## src/verilog/fp_add_pkg.sv

```systemverilog
package fp_add_pkg;

    // binary32 fields
    typedef logic [31:0] fp32_t;   // sign, exponent, fraction
    typedef logic [7:0]  fp_exp_t; // biased exponent
    typedef logic [23:0] fp_man_t; // significand incl. hidden bit
    typedef logic [30:0] fp_abs_t; // {exponent, fraction}, rounding carry ripples into exp

    typedef logic [2:0] rnd_mode_t; // RISC-V frm encoding
    typedef logic [3:0] status_t;   // {NV, OF, UF, NX}

    // rounding modes
    localparam rnd_mode_t FRM_RNE = 3'd0; // nearest, ties to even
    localparam rnd_mode_t FRM_RTZ = 3'd1; // toward zero
    localparam rnd_mode_t FRM_RDN = 3'd2; // toward -inf
    localparam rnd_mode_t FRM_RUP = 3'd3; // toward +inf
    localparam rnd_mode_t FRM_RMM = 3'd4; // nearest, ties away from zero

    localparam fp_exp_t EXP_MAX = 8'd255; // inf / nan exponent

    localparam fp32_t FP_QNAN = 32'h7fc0_0000; // canonical quiet nan

    // status flag positions
    localparam int ST_NV = 3; // invalid operation
    localparam int ST_OF = 2; // overflow
    localparam int ST_UF = 1; // underflow
    localparam int ST_NX = 0; // inexact

endpackage

```

## src/verilog/fp_add_top.sv

```systemverilog
`timescale 1ns/1ns

module fp_add_top (
    input  logic                  clk_i,
    input  logic                  rst_n_i,
    input  logic                  valid_i,    // one-cycle strobe, no back-pressure
    input  fp_add_pkg::fp32_t     a_i,
    input  fp_add_pkg::fp32_t     b_i,
    input  logic                  sub_i,      // a - b when set
    input  fp_add_pkg::rnd_mode_t rnd_mode_i,
    output logic                  valid_o,    // 3 cycles after valid_i
    output fp_add_pkg::fp32_t     result_o,
    output fp_add_pkg::status_t   status_o
);

    // align -> add/normalize
    logic                  s1_valid;
    logic                  s1_sign;
    logic                  s1_eff_sub;
    fp_add_pkg::fp_exp_t   s1_exp;
    logic [26:0]           s1_man_big;
    logic [26:0]           s1_man_small;
    logic                  s1_special;
    fp_add_pkg::fp32_t     s1_special_val;
    logic                  s1_invalid;
    fp_add_pkg::rnd_mode_t s1_rnd_mode;

    // add/normalize -> round/pack
    logic                  s2_valid;
    fp_add_pkg::fp_abs_t   s2_abs;
    logic                  s2_sign;
    logic [1:0]            s2_rs;
    logic                  s2_eff_sub;
    logic                  s2_ovf;
    logic                  s2_unf;
    logic                  s2_special;
    fp_add_pkg::fp32_t     s2_special_val;
    logic                  s2_invalid;
    fp_add_pkg::rnd_mode_t s2_rnd_mode;

    fp_align i_align (
        .clk_i, .rst_n_i, .valid_i, .a_i, .b_i, .sub_i, .rnd_mode_i,
        .s1_valid_o       (s1_valid),
        .s1_sign_o        (s1_sign),
        .s1_eff_sub_o     (s1_eff_sub),
        .s1_exp_o         (s1_exp),
        .s1_man_big_o     (s1_man_big),
        .s1_man_small_o   (s1_man_small),
        .s1_special_o     (s1_special),
        .s1_special_val_o (s1_special_val),
        .s1_invalid_o     (s1_invalid),
        .s1_rnd_mode_o    (s1_rnd_mode)
    );

    fp_addsub_norm i_norm (
        .clk_i, .rst_n_i,
        .s1_valid_i       (s1_valid),
        .s1_sign_i        (s1_sign),
        .s1_eff_sub_i     (s1_eff_sub),
        .s1_exp_i         (s1_exp),
        .s1_man_big_i     (s1_man_big),
        .s1_man_small_i   (s1_man_small),
        .s1_special_i     (s1_special),
        .s1_special_val_i (s1_special_val),
        .s1_invalid_i     (s1_invalid),
        .s1_rnd_mode_i    (s1_rnd_mode),
        .s2_valid_o       (s2_valid),
        .s2_abs_o         (s2_abs),
        .s2_sign_o        (s2_sign),
        .s2_rs_o          (s2_rs),
        .s2_eff_sub_o     (s2_eff_sub),
        .s2_ovf_o         (s2_ovf),
        .s2_unf_o         (s2_unf),
        .s2_special_o     (s2_special),
        .s2_special_val_o (s2_special_val),
        .s2_invalid_o     (s2_invalid),
        .s2_rnd_mode_o    (s2_rnd_mode)
    );

    fp_round_pack i_round_pack (
        .clk_i, .rst_n_i,
        .s2_valid_i       (s2_valid),
        .s2_abs_i         (s2_abs),
        .s2_sign_i        (s2_sign),
        .s2_rs_i          (s2_rs),
        .s2_eff_sub_i     (s2_eff_sub),
        .s2_ovf_i         (s2_ovf),
        .s2_unf_i         (s2_unf),
        .s2_special_i     (s2_special),
        .s2_special_val_i (s2_special_val),
        .s2_invalid_i     (s2_invalid),
        .s2_rnd_mode_i    (s2_rnd_mode),
        .valid_o, .result_o, .status_o
    );

endmodule

```

## src/verilog/fp_addsub_norm.sv

```systemverilog
`timescale 1ns/1ns

module fp_addsub_norm (
    input  logic                  clk_i,
    input  logic                  rst_n_i,
    input  logic                  s1_valid_i,
    input  logic                  s1_sign_i,
    input  logic                  s1_eff_sub_i,
    input  fp_add_pkg::fp_exp_t   s1_exp_i,
    input  logic [26:0]           s1_man_big_i,
    input  logic [26:0]           s1_man_small_i,
    input  logic                  s1_special_i,
    input  fp_add_pkg::fp32_t     s1_special_val_i,
    input  logic                  s1_invalid_i,
    input  fp_add_pkg::rnd_mode_t s1_rnd_mode_i,
    output logic                  s2_valid_o,
    output fp_add_pkg::fp_abs_t   s2_abs_o,       // {exp, fraction} before rounding
    output logic                  s2_sign_o,
    output logic [1:0]            s2_rs_o,        // {round, sticky}
    output logic                  s2_eff_sub_o,
    output logic                  s2_ovf_o,       // exp reached 255
    output logic                  s2_unf_o,       // exp <= 0, nonzero result
    output logic                  s2_special_o,
    output fp_add_pkg::fp32_t     s2_special_val_o,
    output logic                  s2_invalid_o,
    output fp_add_pkg::rnd_mode_t s2_rnd_mode_o
);

    logic [27:0]        sum;       // carry + 27 bits
    logic [4:0]         lz;
    logic [26:0]        shifted;
    logic [23:0]        norm_man;  // 1.fraction
    logic               rbit;
    logic               sbit;
    logic signed [9:0]  exp_n;     // wide enough to go below zero
    logic               res_zero;

    // leading zeros of the 27-bit sum, 27 for all zero
    function automatic logic [4:0] lzc27(input logic [26:0] v);
        logic [4:0] cnt;
        cnt = 5'd27;
        for (int i = 0; i < 27; i++) begin
            if (v[i]) cnt = 5'(26 - i); // highest set bit wins
        end
        return cnt;
    endfunction

    // big >= small in magnitude so the difference never goes negative
    assign sum = s1_eff_sub_i ? ({1'b0, s1_man_big_i} - {1'b0, s1_man_small_i})
                              : ({1'b0, s1_man_big_i} + {1'b0, s1_man_small_i});

    assign lz       = lzc27(sum[26:0]);
    assign shifted  = sum[26:0] << lz;
    assign res_zero = (sum == '0);

    always_comb begin
        if (sum[27]) begin
            // carry out, one step right, the dropped bit joins sticky
            norm_man = sum[27:4];
            rbit     = sum[3];
            sbit     = |sum[2:0];
            exp_n    = $signed({2'b00, s1_exp_i}) + 10'sd1;
        end else begin
            norm_man = shifted[26:3];
            rbit     = shifted[2];
            sbit     = |shifted[1:0];
            exp_n    = $signed({2'b00, s1_exp_i}) - $signed({5'd0, lz});
        end
    end

    always_ff @(posedge clk_i or negedge rst_n_i) begin
        if (!rst_n_i) begin
            s2_valid_o <= 1'b0;
        end else begin
            s2_valid_o <= s1_valid_i;
        end
    end

    always_ff @(posedge clk_i) begin
        if (s1_valid_i) begin
            s2_abs_o         <= res_zero ? '0 : {exp_n[7:0], norm_man[22:0]}; // hidden bit drops
            s2_sign_o        <= s1_sign_i;
            s2_rs_o          <= {rbit, sbit};
            s2_eff_sub_o     <= s1_eff_sub_i;
            s2_ovf_o         <= (exp_n >= 10'sd255);
            s2_unf_o         <= (exp_n <= 10'sd0) && !res_zero;
            s2_special_o     <= s1_special_i;
            s2_special_val_o <= s1_special_val_i;
            s2_invalid_o     <= s1_invalid_i;
            s2_rnd_mode_o    <= s1_rnd_mode_i;
        end
    end

endmodule

```

## src/verilog/fp_align.sv

```systemverilog
`timescale 1ns/1ns

module fp_align (
    input  logic                  clk_i,
    input  logic                  rst_n_i,
    input  logic                  valid_i,
    input  fp_add_pkg::fp32_t     a_i,
    input  fp_add_pkg::fp32_t     b_i,
    input  logic                  sub_i,            // a - b when set
    input  fp_add_pkg::rnd_mode_t rnd_mode_i,
    output logic                  s1_valid_o,
    output logic                  s1_sign_o,        // sign of the larger operand
    output logic                  s1_eff_sub_o,
    output fp_add_pkg::fp_exp_t   s1_exp_o,         // exponent of the larger operand
    output logic [26:0]           s1_man_big_o,     // {1.fraction, g, r, s}
    output logic [26:0]           s1_man_small_o,   // aligned, sticky folded into bit 0
    output logic                  s1_special_o,
    output fp_add_pkg::fp32_t     s1_special_val_o,
    output logic                  s1_invalid_o,
    output fp_add_pkg::rnd_mode_t s1_rnd_mode_o
);

    logic                sign_b;     // b sign after the subtract flip
    logic                zero_a;
    logic                zero_b;
    logic                inf_a;
    logic                inf_b;
    logic                nan_a;
    logic                nan_b;
    logic                eff_sub;
    logic                inf_inv;    // +inf - inf
    logic [30:0]         mag_a;
    logic [30:0]         mag_b;
    logic                a_big;
    fp_add_pkg::fp_man_t man_a;
    fp_add_pkg::fp_man_t man_b;
    fp_add_pkg::fp_exp_t exp_big;
    fp_add_pkg::fp_exp_t exp_diff;
    logic [4:0]          shamt;
    logic [53:0]         shift_ext;  // aligned bits above, shifted-out bits below
    logic                special;
    fp_add_pkg::fp32_t   special_val;

    // zero exponent covers zero and subnormal, both read as signed zero
    assign zero_a = (a_i[30:23] == '0);
    assign zero_b = (b_i[30:23] == '0);
    assign inf_a  = (a_i[30:23] == fp_add_pkg::EXP_MAX) && (a_i[22:0] == '0);
    assign inf_b  = (b_i[30:23] == fp_add_pkg::EXP_MAX) && (b_i[22:0] == '0);
    assign nan_a  = (a_i[30:23] == fp_add_pkg::EXP_MAX) && (a_i[22:0] != '0);
    assign nan_b  = (b_i[30:23] == fp_add_pkg::EXP_MAX) && (b_i[22:0] != '0);

    assign sign_b  = b_i[31] ^ sub_i;
    assign eff_sub = a_i[31] ^ sign_b;
    assign inf_inv = inf_a && inf_b && eff_sub;

    assign mag_a = zero_a ? '0 : a_i[30:0];
    assign mag_b = zero_b ? '0 : b_i[30:0];
    assign man_a = zero_a ? '0 : {1'b1, a_i[22:0]};
    assign man_b = zero_b ? '0 : {1'b1, b_i[22:0]};

    // larger magnitude goes first, ties keep a
    assign a_big    = (mag_a >= mag_b);
    assign exp_big  = a_big ? mag_a[30:23] : mag_b[30:23];
    assign exp_diff = a_big ? (mag_a[30:23] - mag_b[30:23]) : (mag_b[30:23] - mag_a[30:23]);
    assign shamt    = (exp_diff > 8'd27) ? 5'd27 : exp_diff[4:0]; // 27 clears it all

    assign shift_ext = {(a_big ? man_b : man_a), 3'b000, 27'd0} >> shamt;

    always_comb begin
        special     = 1'b1;
        special_val = fp_add_pkg::FP_QNAN;
        if (nan_a || nan_b || inf_inv) begin
            special_val = fp_add_pkg::FP_QNAN; // every nan leaves canonical
        end else if (inf_a) begin
            special_val = {a_i[31], fp_add_pkg::EXP_MAX, 23'd0};
        end else if (inf_b) begin
            special_val = {sign_b, fp_add_pkg::EXP_MAX, 23'd0};
        end else begin
            special = 1'b0;
        end
    end

    always_ff @(posedge clk_i or negedge rst_n_i) begin
        if (!rst_n_i) begin
            s1_valid_o <= 1'b0;
        end else begin
            s1_valid_o <= valid_i;
        end
    end

    // payload only loads with a strobe
    always_ff @(posedge clk_i) begin
        if (valid_i) begin
            s1_sign_o        <= a_big ? a_i[31] : sign_b;
            s1_eff_sub_o     <= eff_sub;
            s1_exp_o         <= exp_big;
            s1_man_big_o     <= {(a_big ? man_a : man_b), 3'b000};
            s1_man_small_o   <= {shift_ext[53:28], shift_ext[27] | (|shift_ext[26:0])};
            s1_special_o     <= special;
            s1_special_val_o <= special_val;
            // snan has the quiet bit clear
            s1_invalid_o     <= inf_inv || (nan_a && !a_i[22]) || (nan_b && !b_i[22]);
            s1_rnd_mode_o    <= rnd_mode_i;
        end
    end

endmodule

```

## src/verilog/fp_round_pack.sv

```systemverilog
`timescale 1ns/1ns

module fp_round_pack (
    input  logic                  clk_i,
    input  logic                  rst_n_i,
    input  logic                  s2_valid_i,
    input  fp_add_pkg::fp_abs_t   s2_abs_i,
    input  logic                  s2_sign_i,
    input  logic [1:0]            s2_rs_i,
    input  logic                  s2_eff_sub_i,
    input  logic                  s2_ovf_i,
    input  logic                  s2_unf_i,
    input  logic                  s2_special_i,
    input  fp_add_pkg::fp32_t     s2_special_val_i,
    input  logic                  s2_invalid_i,
    input  fp_add_pkg::rnd_mode_t s2_rnd_mode_i,
    output logic                  valid_o,
    output fp_add_pkg::fp32_t     result_o,
    output fp_add_pkg::status_t   status_o
);

    fp_add_pkg::fp_abs_t abs_rnd;
    logic                sign_rnd;
    logic                to_inf;    // mode pushes an overflow out to infinity
    fp_add_pkg::fp32_t   res;
    fp_add_pkg::status_t st;

    fp_rounding #(
        .DAT_WIDTH ($bits(fp_add_pkg::fp_abs_t))
    ) i_rounding (
        .abs_value_i             (s2_abs_i),
        .sign_i                  (s2_sign_i),
        .round_sticky_bits_i     (s2_rs_i),
        .rnd_mode_i              (s2_rnd_mode_i),
        .effective_subtraction_i (s2_eff_sub_i),
        .abs_rounded_o           (abs_rnd),
        .sign_o                  (sign_rnd),
        .exact_zero_o            ()
    );

    assign to_inf = (s2_rnd_mode_i == fp_add_pkg::FRM_RNE) ||
                    (s2_rnd_mode_i == fp_add_pkg::FRM_RMM) ||
                    ((s2_rnd_mode_i == fp_add_pkg::FRM_RUP) && !s2_sign_i) ||
                    ((s2_rnd_mode_i == fp_add_pkg::FRM_RDN) && s2_sign_i);

    always_comb begin
        st = '0;
        if (s2_special_i) begin
            res                   = s2_special_val_i; // nan or signed inf
            st[fp_add_pkg::ST_NV] = s2_invalid_i;
        end else if (s2_ovf_i ||
                     (!s2_unf_i && (abs_rnd[30:23] == fp_add_pkg::EXP_MAX))) begin
            // a tiny result has no real exponent in abs
            res = to_inf ? {s2_sign_i, fp_add_pkg::EXP_MAX, 23'd0}
                         : {s2_sign_i, 8'hfe, 23'h7f_ffff}; // largest finite
            st[fp_add_pkg::ST_OF] = 1'b1;
            st[fp_add_pkg::ST_NX] = 1'b1;
        end else if (s2_unf_i) begin
            res                   = {s2_sign_i, 31'd0}; // flush tiny result
            st[fp_add_pkg::ST_UF] = 1'b1;
            st[fp_add_pkg::ST_NX] = 1'b1;
        end else begin
            res                   = {sign_rnd, abs_rnd};
            st[fp_add_pkg::ST_NX] = |s2_rs_i;
        end
    end

    // outputs hold the last result between strobes
    always_ff @(posedge clk_i or negedge rst_n_i) begin
        if (!rst_n_i) begin
            valid_o  <= 1'b0;
            result_o <= '0;
            status_o <= '0;
        end else begin
            valid_o <= s2_valid_i;
            if (s2_valid_i) begin
                result_o <= res;
                status_o <= st;
            end
        end
    end

endmodule

```

## src/verilog/fp_rounding.sv

```systemverilog
`timescale 1ns/1ns

module fp_rounding #(
    parameter int DAT_WIDTH = 31 // magnitude width, sign excluded
) (
    input  logic [DAT_WIDTH-1:0]  abs_value_i,             // magnitude, no sign
    input  logic                  sign_i,
    input  logic [1:0]            round_sticky_bits_i,     // {round, sticky}
    input  fp_add_pkg::rnd_mode_t rnd_mode_i,
    input  logic                  effective_subtraction_i, // zero sign depends on it
    output logic [DAT_WIDTH-1:0]  abs_rounded_o,
    output logic                  sign_o,
    output logic                  exact_zero_o
);

    logic round_up;

    always_comb begin
        case (rnd_mode_i)
            fp_add_pkg::FRM_RNE: begin
                if (round_sticky_bits_i == 2'b10) begin
                    round_up = abs_value_i[0]; // tie, go to the even neighbour
                end else begin
                    round_up = (round_sticky_bits_i == 2'b11); // above half
                end
            end
            fp_add_pkg::FRM_RTZ: round_up = 1'b0;                              // truncate
            fp_add_pkg::FRM_RDN: round_up = (|round_sticky_bits_i) && sign_i;  // away if -
            fp_add_pkg::FRM_RUP: round_up = (|round_sticky_bits_i) && !sign_i; // away if +
            fp_add_pkg::FRM_RMM: round_up = round_sticky_bits_i[1];            // half and above
            default:             round_up = 1'b0;
        endcase
    end

    // mantissa carry walks into the exponent, 254 can step to 255
    assign abs_rounded_o = abs_value_i + DAT_WIDTH'(round_up);

    assign exact_zero_o = (abs_value_i == '0) && (round_sticky_bits_i == 2'b00);

    // x - x gives -0 only when rounding down
    assign sign_o = (exact_zero_o && effective_subtraction_i) ?
                    (rnd_mode_i == fp_add_pkg::FRM_RDN) : sign_i;

endmodule
```

## config.mk

```make
export PLATFORM = sky130hd
export DESIGN_NAME = fp_add_top
export DESIGN_NICKNAME = d
export VERILOG_FILES = /design/src/verilog/fp_add_pkg.sv /design/src/verilog/fp_add_top.sv /design/src/verilog/fp_addsub_norm.sv /design/src/verilog/fp_align.sv /design/src/verilog/fp_round_pack.sv /design/src/verilog/fp_rounding.sv
export SDC_FILE = /design/constraint.sdc
export NUM_CORES = 1
export LEC_CHECK = 0
export BUFFER_PORTS_ARGS = -buffer_cell sky130_fd_sc_hd__buf_2
export CORE_MARGIN = 2
export CORE_UTILIZATION = 35
export DETAILED_ROUTE_END_ITERATION = 10
export HOLD_SLACK_MARGIN = 0.02
export PLACE_DENSITY_LB_ADDON = 0.15
export SYNTH_ARGS = -nofsm -noshare
export SYNTH_HDL_FRONTEND = slang
export SYNTH_SLANG_ARGS = --single-unit
```

## constraint.sdc

```tcl
create_clock -name clk_i -period 7.5 [get_ports clk_i]
set_input_delay 0.375 -clock clk_i [delete_from_list [all_inputs] [get_ports clk_i]]
set_output_delay 0.375 -clock clk_i [all_outputs]
set_load 0.1 [all_outputs]
```

; Word level (Yosys, flattened, before mapping)
; Index checks and enable logic that the tools add are counted.
[word_totals]
inputBits = 71
output_inout_bits = 37
reg_bits = 211
[classes]
add_sub_neg = 7
reduce_logical = 44
muxes = 59
eq_ne = 8
bitwise_logic = 3
magnitude_cmp = 4
shifts = 2
[ops]
columns = cell, n
row1 = $mux 32, 5
row2 = $mux 5, 27
row3 = $mux 24, 5
row4 = $mux 31, 2
row5 = $shr 54x5->54, 1
row6 = $logic_not 23->1, 2
row7 = $reduce_bool 23->1, 2
row8 = $add 31x1->31, 1
row9 = $ge 31x31->1, 1
row10 = $logic_not 31->1, 1
row11 = $add 27x27->28, 1
row12 = $logic_not 28->1, 1
row13 = $mux 28, 1
row14 = $sub 27x27->28, 1
row15 = $reduce_or 27->1, 1
row16 = $shl 27x5->26, 1
row17 = $eq 8x8->1 const B, 3
row18 = $mux 23, 1
row19 = $logic_and 1x1->1, 16
row20 = $logic_not 8->1, 2
row21 = $mux 8, 2
row22 = $sub 8x8->8, 2
row23 = $mux 1, 13
row24 = $ge 10x9->1 const B, 1
row25 = other kinds (18), 34

; Depth between registers and ports, before layout
[logic_depth]
ltp_word = 33
ltp_mapped = 28
mapped_depth_nobuf = 26

; By module
; Synthesis repeated with hierarchy kept, for this count alone.
[hier_totals]
cells_unflattened = 2112
area_unflattened_um2 = 17813.3
[modules_own_cells]
columns = mod, area_per_inst_um2, cells_per_inst, instances
row1 = fp_align, 7611.0, 973, 1
row2 = fp_addsub_norm, 7362.1, 831, 1
row3 = fp_round_pack, 2100.8, 206, 1
row4 = fp_rounding, 739.5, 102, 1

; Worst setup path before layout
; Ideal clock, no wire load.
[synth_path]
path_type = flip-flop to flip-flop
from = register i_align.s1_man_small_o[3]
to = register i_norm.s2_ovf_o, data pin
stages_incl_launch_ff = 28
required_ns = 7.354
arrival_ns = 5.731
path_buffers = 2
period_less_slack_ns = 5.877
path_slack_ns = 1.623
path_cell_list = edfxtp_1 -> ha_1 -> inv_1 -> fa_1 -> o21bai_1 -> a221oi_2 -> o211ai_1 -> o211ai_1 -> or2_2 -> nand4_1 -> nand3_1 -> xnor2_1 -> or4_1 -> o221a_2 -> a211oi_2 -> inv_2 -> buf_2 -> buf_2 -> ha_1 -> nor2b_1 -> o21ai_0 -> nand2b_1 -> a21o_1 -> a211oi_1 -> a2bb2oi_1 -> xor2_1 -> or4_1 -> a21oi_1
[synth_via]
elab_chain_len = 29
word_cells_on_any_way = 30
[synth_lines]
columns = item, line
row1 = from (decl), fp_align.sv:16  ; output logic [26:0] s1_man_small_o,
row2 = from (signal assigned), fp_align.sv:98  ; s1_man_small_o <= {shift_ext[53:28], shift_ext[27] | (|shift_ext[26:0])};
row3 = $add 27x27->28 or $sub 27x27->28 (tied branches), "fp_addsub_norm.sv:50, fp_addsub_norm.sv:49"
row4 = $mux 28 (*), fp_addsub_norm.sv:49  ; assign sum = s1_eff_sub_i ? ({1'b0, s1_man_big_i} - {1'b0, s1_man_small_i})
row5 = $mux 5 (24 in series), fp_addsub_norm.sv:43  ; if (v[i]) cnt = 5'(26 - i);
row6 = $sub 8x5->9, fp_addsub_norm.sv:67  ; exp_n = $signed({2'b00, s1_exp_i}) - $signed({5'd0, lz});
row7 = $mux 10 (*), fp_addsub_norm.sv:57  ; if (sum[27]) begin
row8 = $ge 10x9->1 (*), fp_addsub_norm.sv:85  ; s2_ovf_o <= (exp_n >= 10'sd255);
row9 = to (signal assigned), fp_addsub_norm.sv:85
row10 = to (decl), fp_addsub_norm.sv:21  ; output logic s2_ovf_o,
; Mark *: on every way between the ends. The rest lies on a longest branch, timed or not.
; A chain may end at the register's enable or synchronous reset.

; Final worst setup path
[layout_path]
from = register i_align.s1_man_big_o[9]
to = register i_norm.s2_ovf_o, data pin
[layout_via]
elab_chain_len = 23
word_cells_on_any_way = 24
[layout_lines]
columns = item, line
row1 = from (decl), fp_align.sv:15  ; output logic [26:0] s1_man_big_o,
row2 = from (signal assigned), fp_align.sv:97  ; s1_man_big_o <= {(a_big ? man_a : man_b), 3'b000};
row3 = $add 27x27->28 or $sub 27x27->28 (tied branches), "fp_addsub_norm.sv:50, fp_addsub_norm.sv:49"
row4 = $mux 28 (*), fp_addsub_norm.sv:49
row5 = $mux 5 (18 in series), fp_addsub_norm.sv:43
row6 = $sub 8x5->9, fp_addsub_norm.sv:67
row7 = $mux 10 (*), fp_addsub_norm.sv:57
row8 = $ge 10x9->1 (*), fp_addsub_norm.sv:85
; Marked as above.

==> impl_metrics.csv <==
group,metric,value,unit
route,drt_iter0_markers,1498,
critical_path,cp.required,7.79,ns
yosys,synthesis.nets,2036,
placed_design,portBuffers,107,
cts,insertion_delay,0.45,ns
route,drt_wl_total,51800,µm
cts,root_buffer,"clkbuf_16",
power_and_ir_drop,power.density,275,mW/mm²
yosys,synth-seq-cells,151,
floorplanning,dieHeight,212,µm
layout,drive_gt1_share,11.5,%
outcome,status,"complete, no violations",
route,drtAntennaViolNets,0,
global_routing,grt_pass1_vias,13600,
route,drc,0,
layout,multi_input_area,0.00986,mm²
yosys,synth_warnings,0,
power_and_ir_drop,power_leakage,0.00675,µW
sta,setup_viol,0,
cts,cts.clk_slew.worst_paths,0.07,ns
layout,design_area,0.0167,mm²
sta,period_needed,6.61,ns
floorplanning,die_w,212,µm
yosys,synth_edf_count,112,
cts,post_cts_buffers,0,
yosys,synth_seq_area_share,28.6,%
route,vias,14500,
job,max_cap_violations,0,
critical_path,end_kind,"flip-flop",
sta,finalSetupTns,0,ns
layout,post-route-util,39.0,%
sta,slew_headroom,23.7,%
yosys,ys.flop_type,"edfxtp_1",
global_routing,grt_first_pass_wirelength,79900,µm
critical_path,cp.arrival,6.90,ns
global_routing,grt-ovfl-total,0,
floorplanning,initial_utilization,35.3,%
critical_path,critPathMaxFanout,22,
floorplanning,core,0.0429,mm²
sta,hold_viol_final,0,
sta,maxSlewViolCount,0,
cts,cts-resized-gates,0,
placed_design,gp_congestion,0.947,
sta,fmax,0.151,GHz
floorplanning,pin_count,108,
cts,cts_buffers,17,
layout,finalNetCount,2072,
cts,cts_tree,"yes",
layout,area_growth,10.5,%
route,wire_per_inst,20.7,µm
layout,antennaDiodeCount,0,
power_and_ir_drop,ir_worst_vdd,0.195,mV
min_path,worst_hold_path_type,"in2async",
layout,regArea,0.00434,mm²
sta,worst_pin_slew,1.14,ns
floorplanning,die_area,0.0450,mm²
route,firstDrtPassIters,5,
cts,htreeDepth,4,
route,vias_per_cell,5.82,
sta,rsz0062_at_grt,"false",
floorplanning,rows,76,
yosys,syn_avg_cell_area,8.13,µm²
cts,clockBufferDepth,2,
placed_design,place_area,0.0162,mm²
yosys,ys_types,95,
sta,period_share,88.1,%
critical_path,critPathKind,"reg2reg",
placed_design,dp_hpwl,41200,µm
yosys,synth_cells,1864,
global_routing,grt_max_degree,70,
global_routing,antenna_found_initial,2,
cts,postCtsHoldBufs,0,
yosys,synthArstFlopShare,25.8,%
cts,cts_sinks,151,
critical_path,startpoint_type,"flip-flop",
sta,skew,0.0100,ns
global_routing,grt.total_usage,23.0,%
yosys,syn_area,0.0152,mm²
layout,num-fill-cells,4469,
==> area by class of cell <==
cell class / instances / area share (%)
multi-input combinational: 1471 / 58.9
clock inverter: 15 / 0.972
tap: 585 / 4.37
sequential: 151 / 25.9
clock buffer: 17 / 2.54
inverter: 125 / 2.82
timing repair buffer: 134 / 4.48
==> registers in the layout (all words and copies together), names as in the netlist, 3 cells and up <==
| signal | flops |
|---|---|
| i_align.s1_man_small_o | 27 |
| i_align.s1_man_big_o | 24 |
| i_align.s1_rnd_mode_o | 3 |
| i_round_pack.status_o | 4 |
| i_norm.s2_rnd_mode_o | 3 |
| i_align.s1_exp_o | 8 |
| i_round_pack.result_o | 32 |
| i_norm.s2_abs_o | 31 |
==> routing by layer <==
layer | vias to the layer above | global-route usage [%] | share of wire (%)
li1 | 6938 | - | -
met1 | 7028 | 32.7 | 47
met2 | 505 | 36.3 | 46
met3 | 57 | 2.87 | 4.9
met4 | 0 | 7.33 | 1.9
met5 | - | 0 | 0
==> cells in the mapped netlist, types with 22 or more instances <==
library cell	instances	area (µm²)
a22oi_1	23	173
nor2_1	145	544
xnor2_1	53	464
ha_1	97	1210
a21boi_0	28	210
a21o_1	27	203
nor3_1	36	180
a31oi_1	22	138
nand4_1	24	150
clkbuf_1	69	259
o21ai_0	125	626
buf_2	29	145
edfxtp_1	112	3360
and2_1	29	181
xor2_1	22	193
mux2i_1	74	741
nand3_1	59	295
o22ai_1	41	257
a21oi_1	114	571
nor4_1	34	213
o211ai_1	30	225
inv_1	121	454
dfrtp_1	39	976
nand2_1	204	766
==> power breakdown <==
part           internal (µW)  total, µW  switching (µW)
clock network            471        857             386
registers               1090       1230             140
logic                    834       2520            1680
total                   2400       4610            2210
==> layout by cell type (no fill, tap or decap), types with 22 or more instances in the layout <==
cell,n
buf_4,26
a22oi_1,23
nor4_1,34
nor2_1,143
xnor2_1,53
o21ai_0,125
buf_2,107
and2_1,29
edfxtp_1,112
a21oi_1,114
nand4_1,24
ha_1,97
inv_1,121
o211ai_1,30
xor2_1,22
o22ai_1,41
dfrtp_1,38
mux2i_1,74
a21o_1,27
nand2_1,204
nor3_1,36
nand3_1,59
a21boi_0,28
==> critical path, stage by stage, from the launching register on <==
cell and delay (ns):
edfxtp_1 0.44, ha_1 0.53, nand3_1 0.23, nor2_1 0.23, o211a_1 0.30, o2111ai_2 0.20
o311ai_1 0.36, a31o_1 0.20, o21ai_2 0.06, xnor2_2 0.23, or4_1 0.56, o221a_2 0.30
a211oi_4 0.26, inv_2 0.24, ha_1 0.34, nor2b_1 0.12, o21ai_0 0.15, nand2b_1 0.11
a21o_1 0.19, a211oi_1 0.34, a2bb2oi_1 0.13, xor2_1 0.18, or4_1 0.53, a21oi_1 0.18
==> stage by stage <==
step	cells	setup WS (ns)	power [µW]	hold slack, ns
3_3_place_gp	2466	0.570	3730	0.403
4_1_cts	2498	0.902	4600	0.0368
2_1_floorplan	1864	1.62	3020	0.0794
3_5_place_dp	2466	0.524	3720	0.406
6_report	2498	0.892	4610	0.0497
5_1_grt	2498	0.417	4880	0.0795
==> worst paths after layout <==
kind                                               start                  endpoint  slack, ns  cells after the start
worst max-delay path             i_align.s1_man_big_o[9]           i_norm.s2_ovf_o       0.89                     23
worst min-delay path                             rst_n_i  i_round_pack.status_o[3]       0.05                      1
worst max register to register   i_align.s1_man_big_o[9]           i_norm.s2_ovf_o       0.89                     23
worst min register to register  i_align.s1_rnd_mode_o[2]   i_norm.s2_rnd_mode_o[2]       0.42                      0
max in group asynchronous                        rst_n_i        i_align.s1_valid_o       6.85                      1
min in group clk_i                         rnd_mode_i[0]  i_align.s1_rnd_mode_o[0]       0.11                      1
==> cell families after synthesis <==
logic type / synth area share (%)
and+or+nand+nor: 20.0
adders and majority gates: 8.54
muxes: 6.34
DFF: 28.6
xor gates and xnor gates: 4.44
AOI/OAI and AO/OA: 25.5
buffers and inverters: 6.52
(Power assumes the default switching activity.)
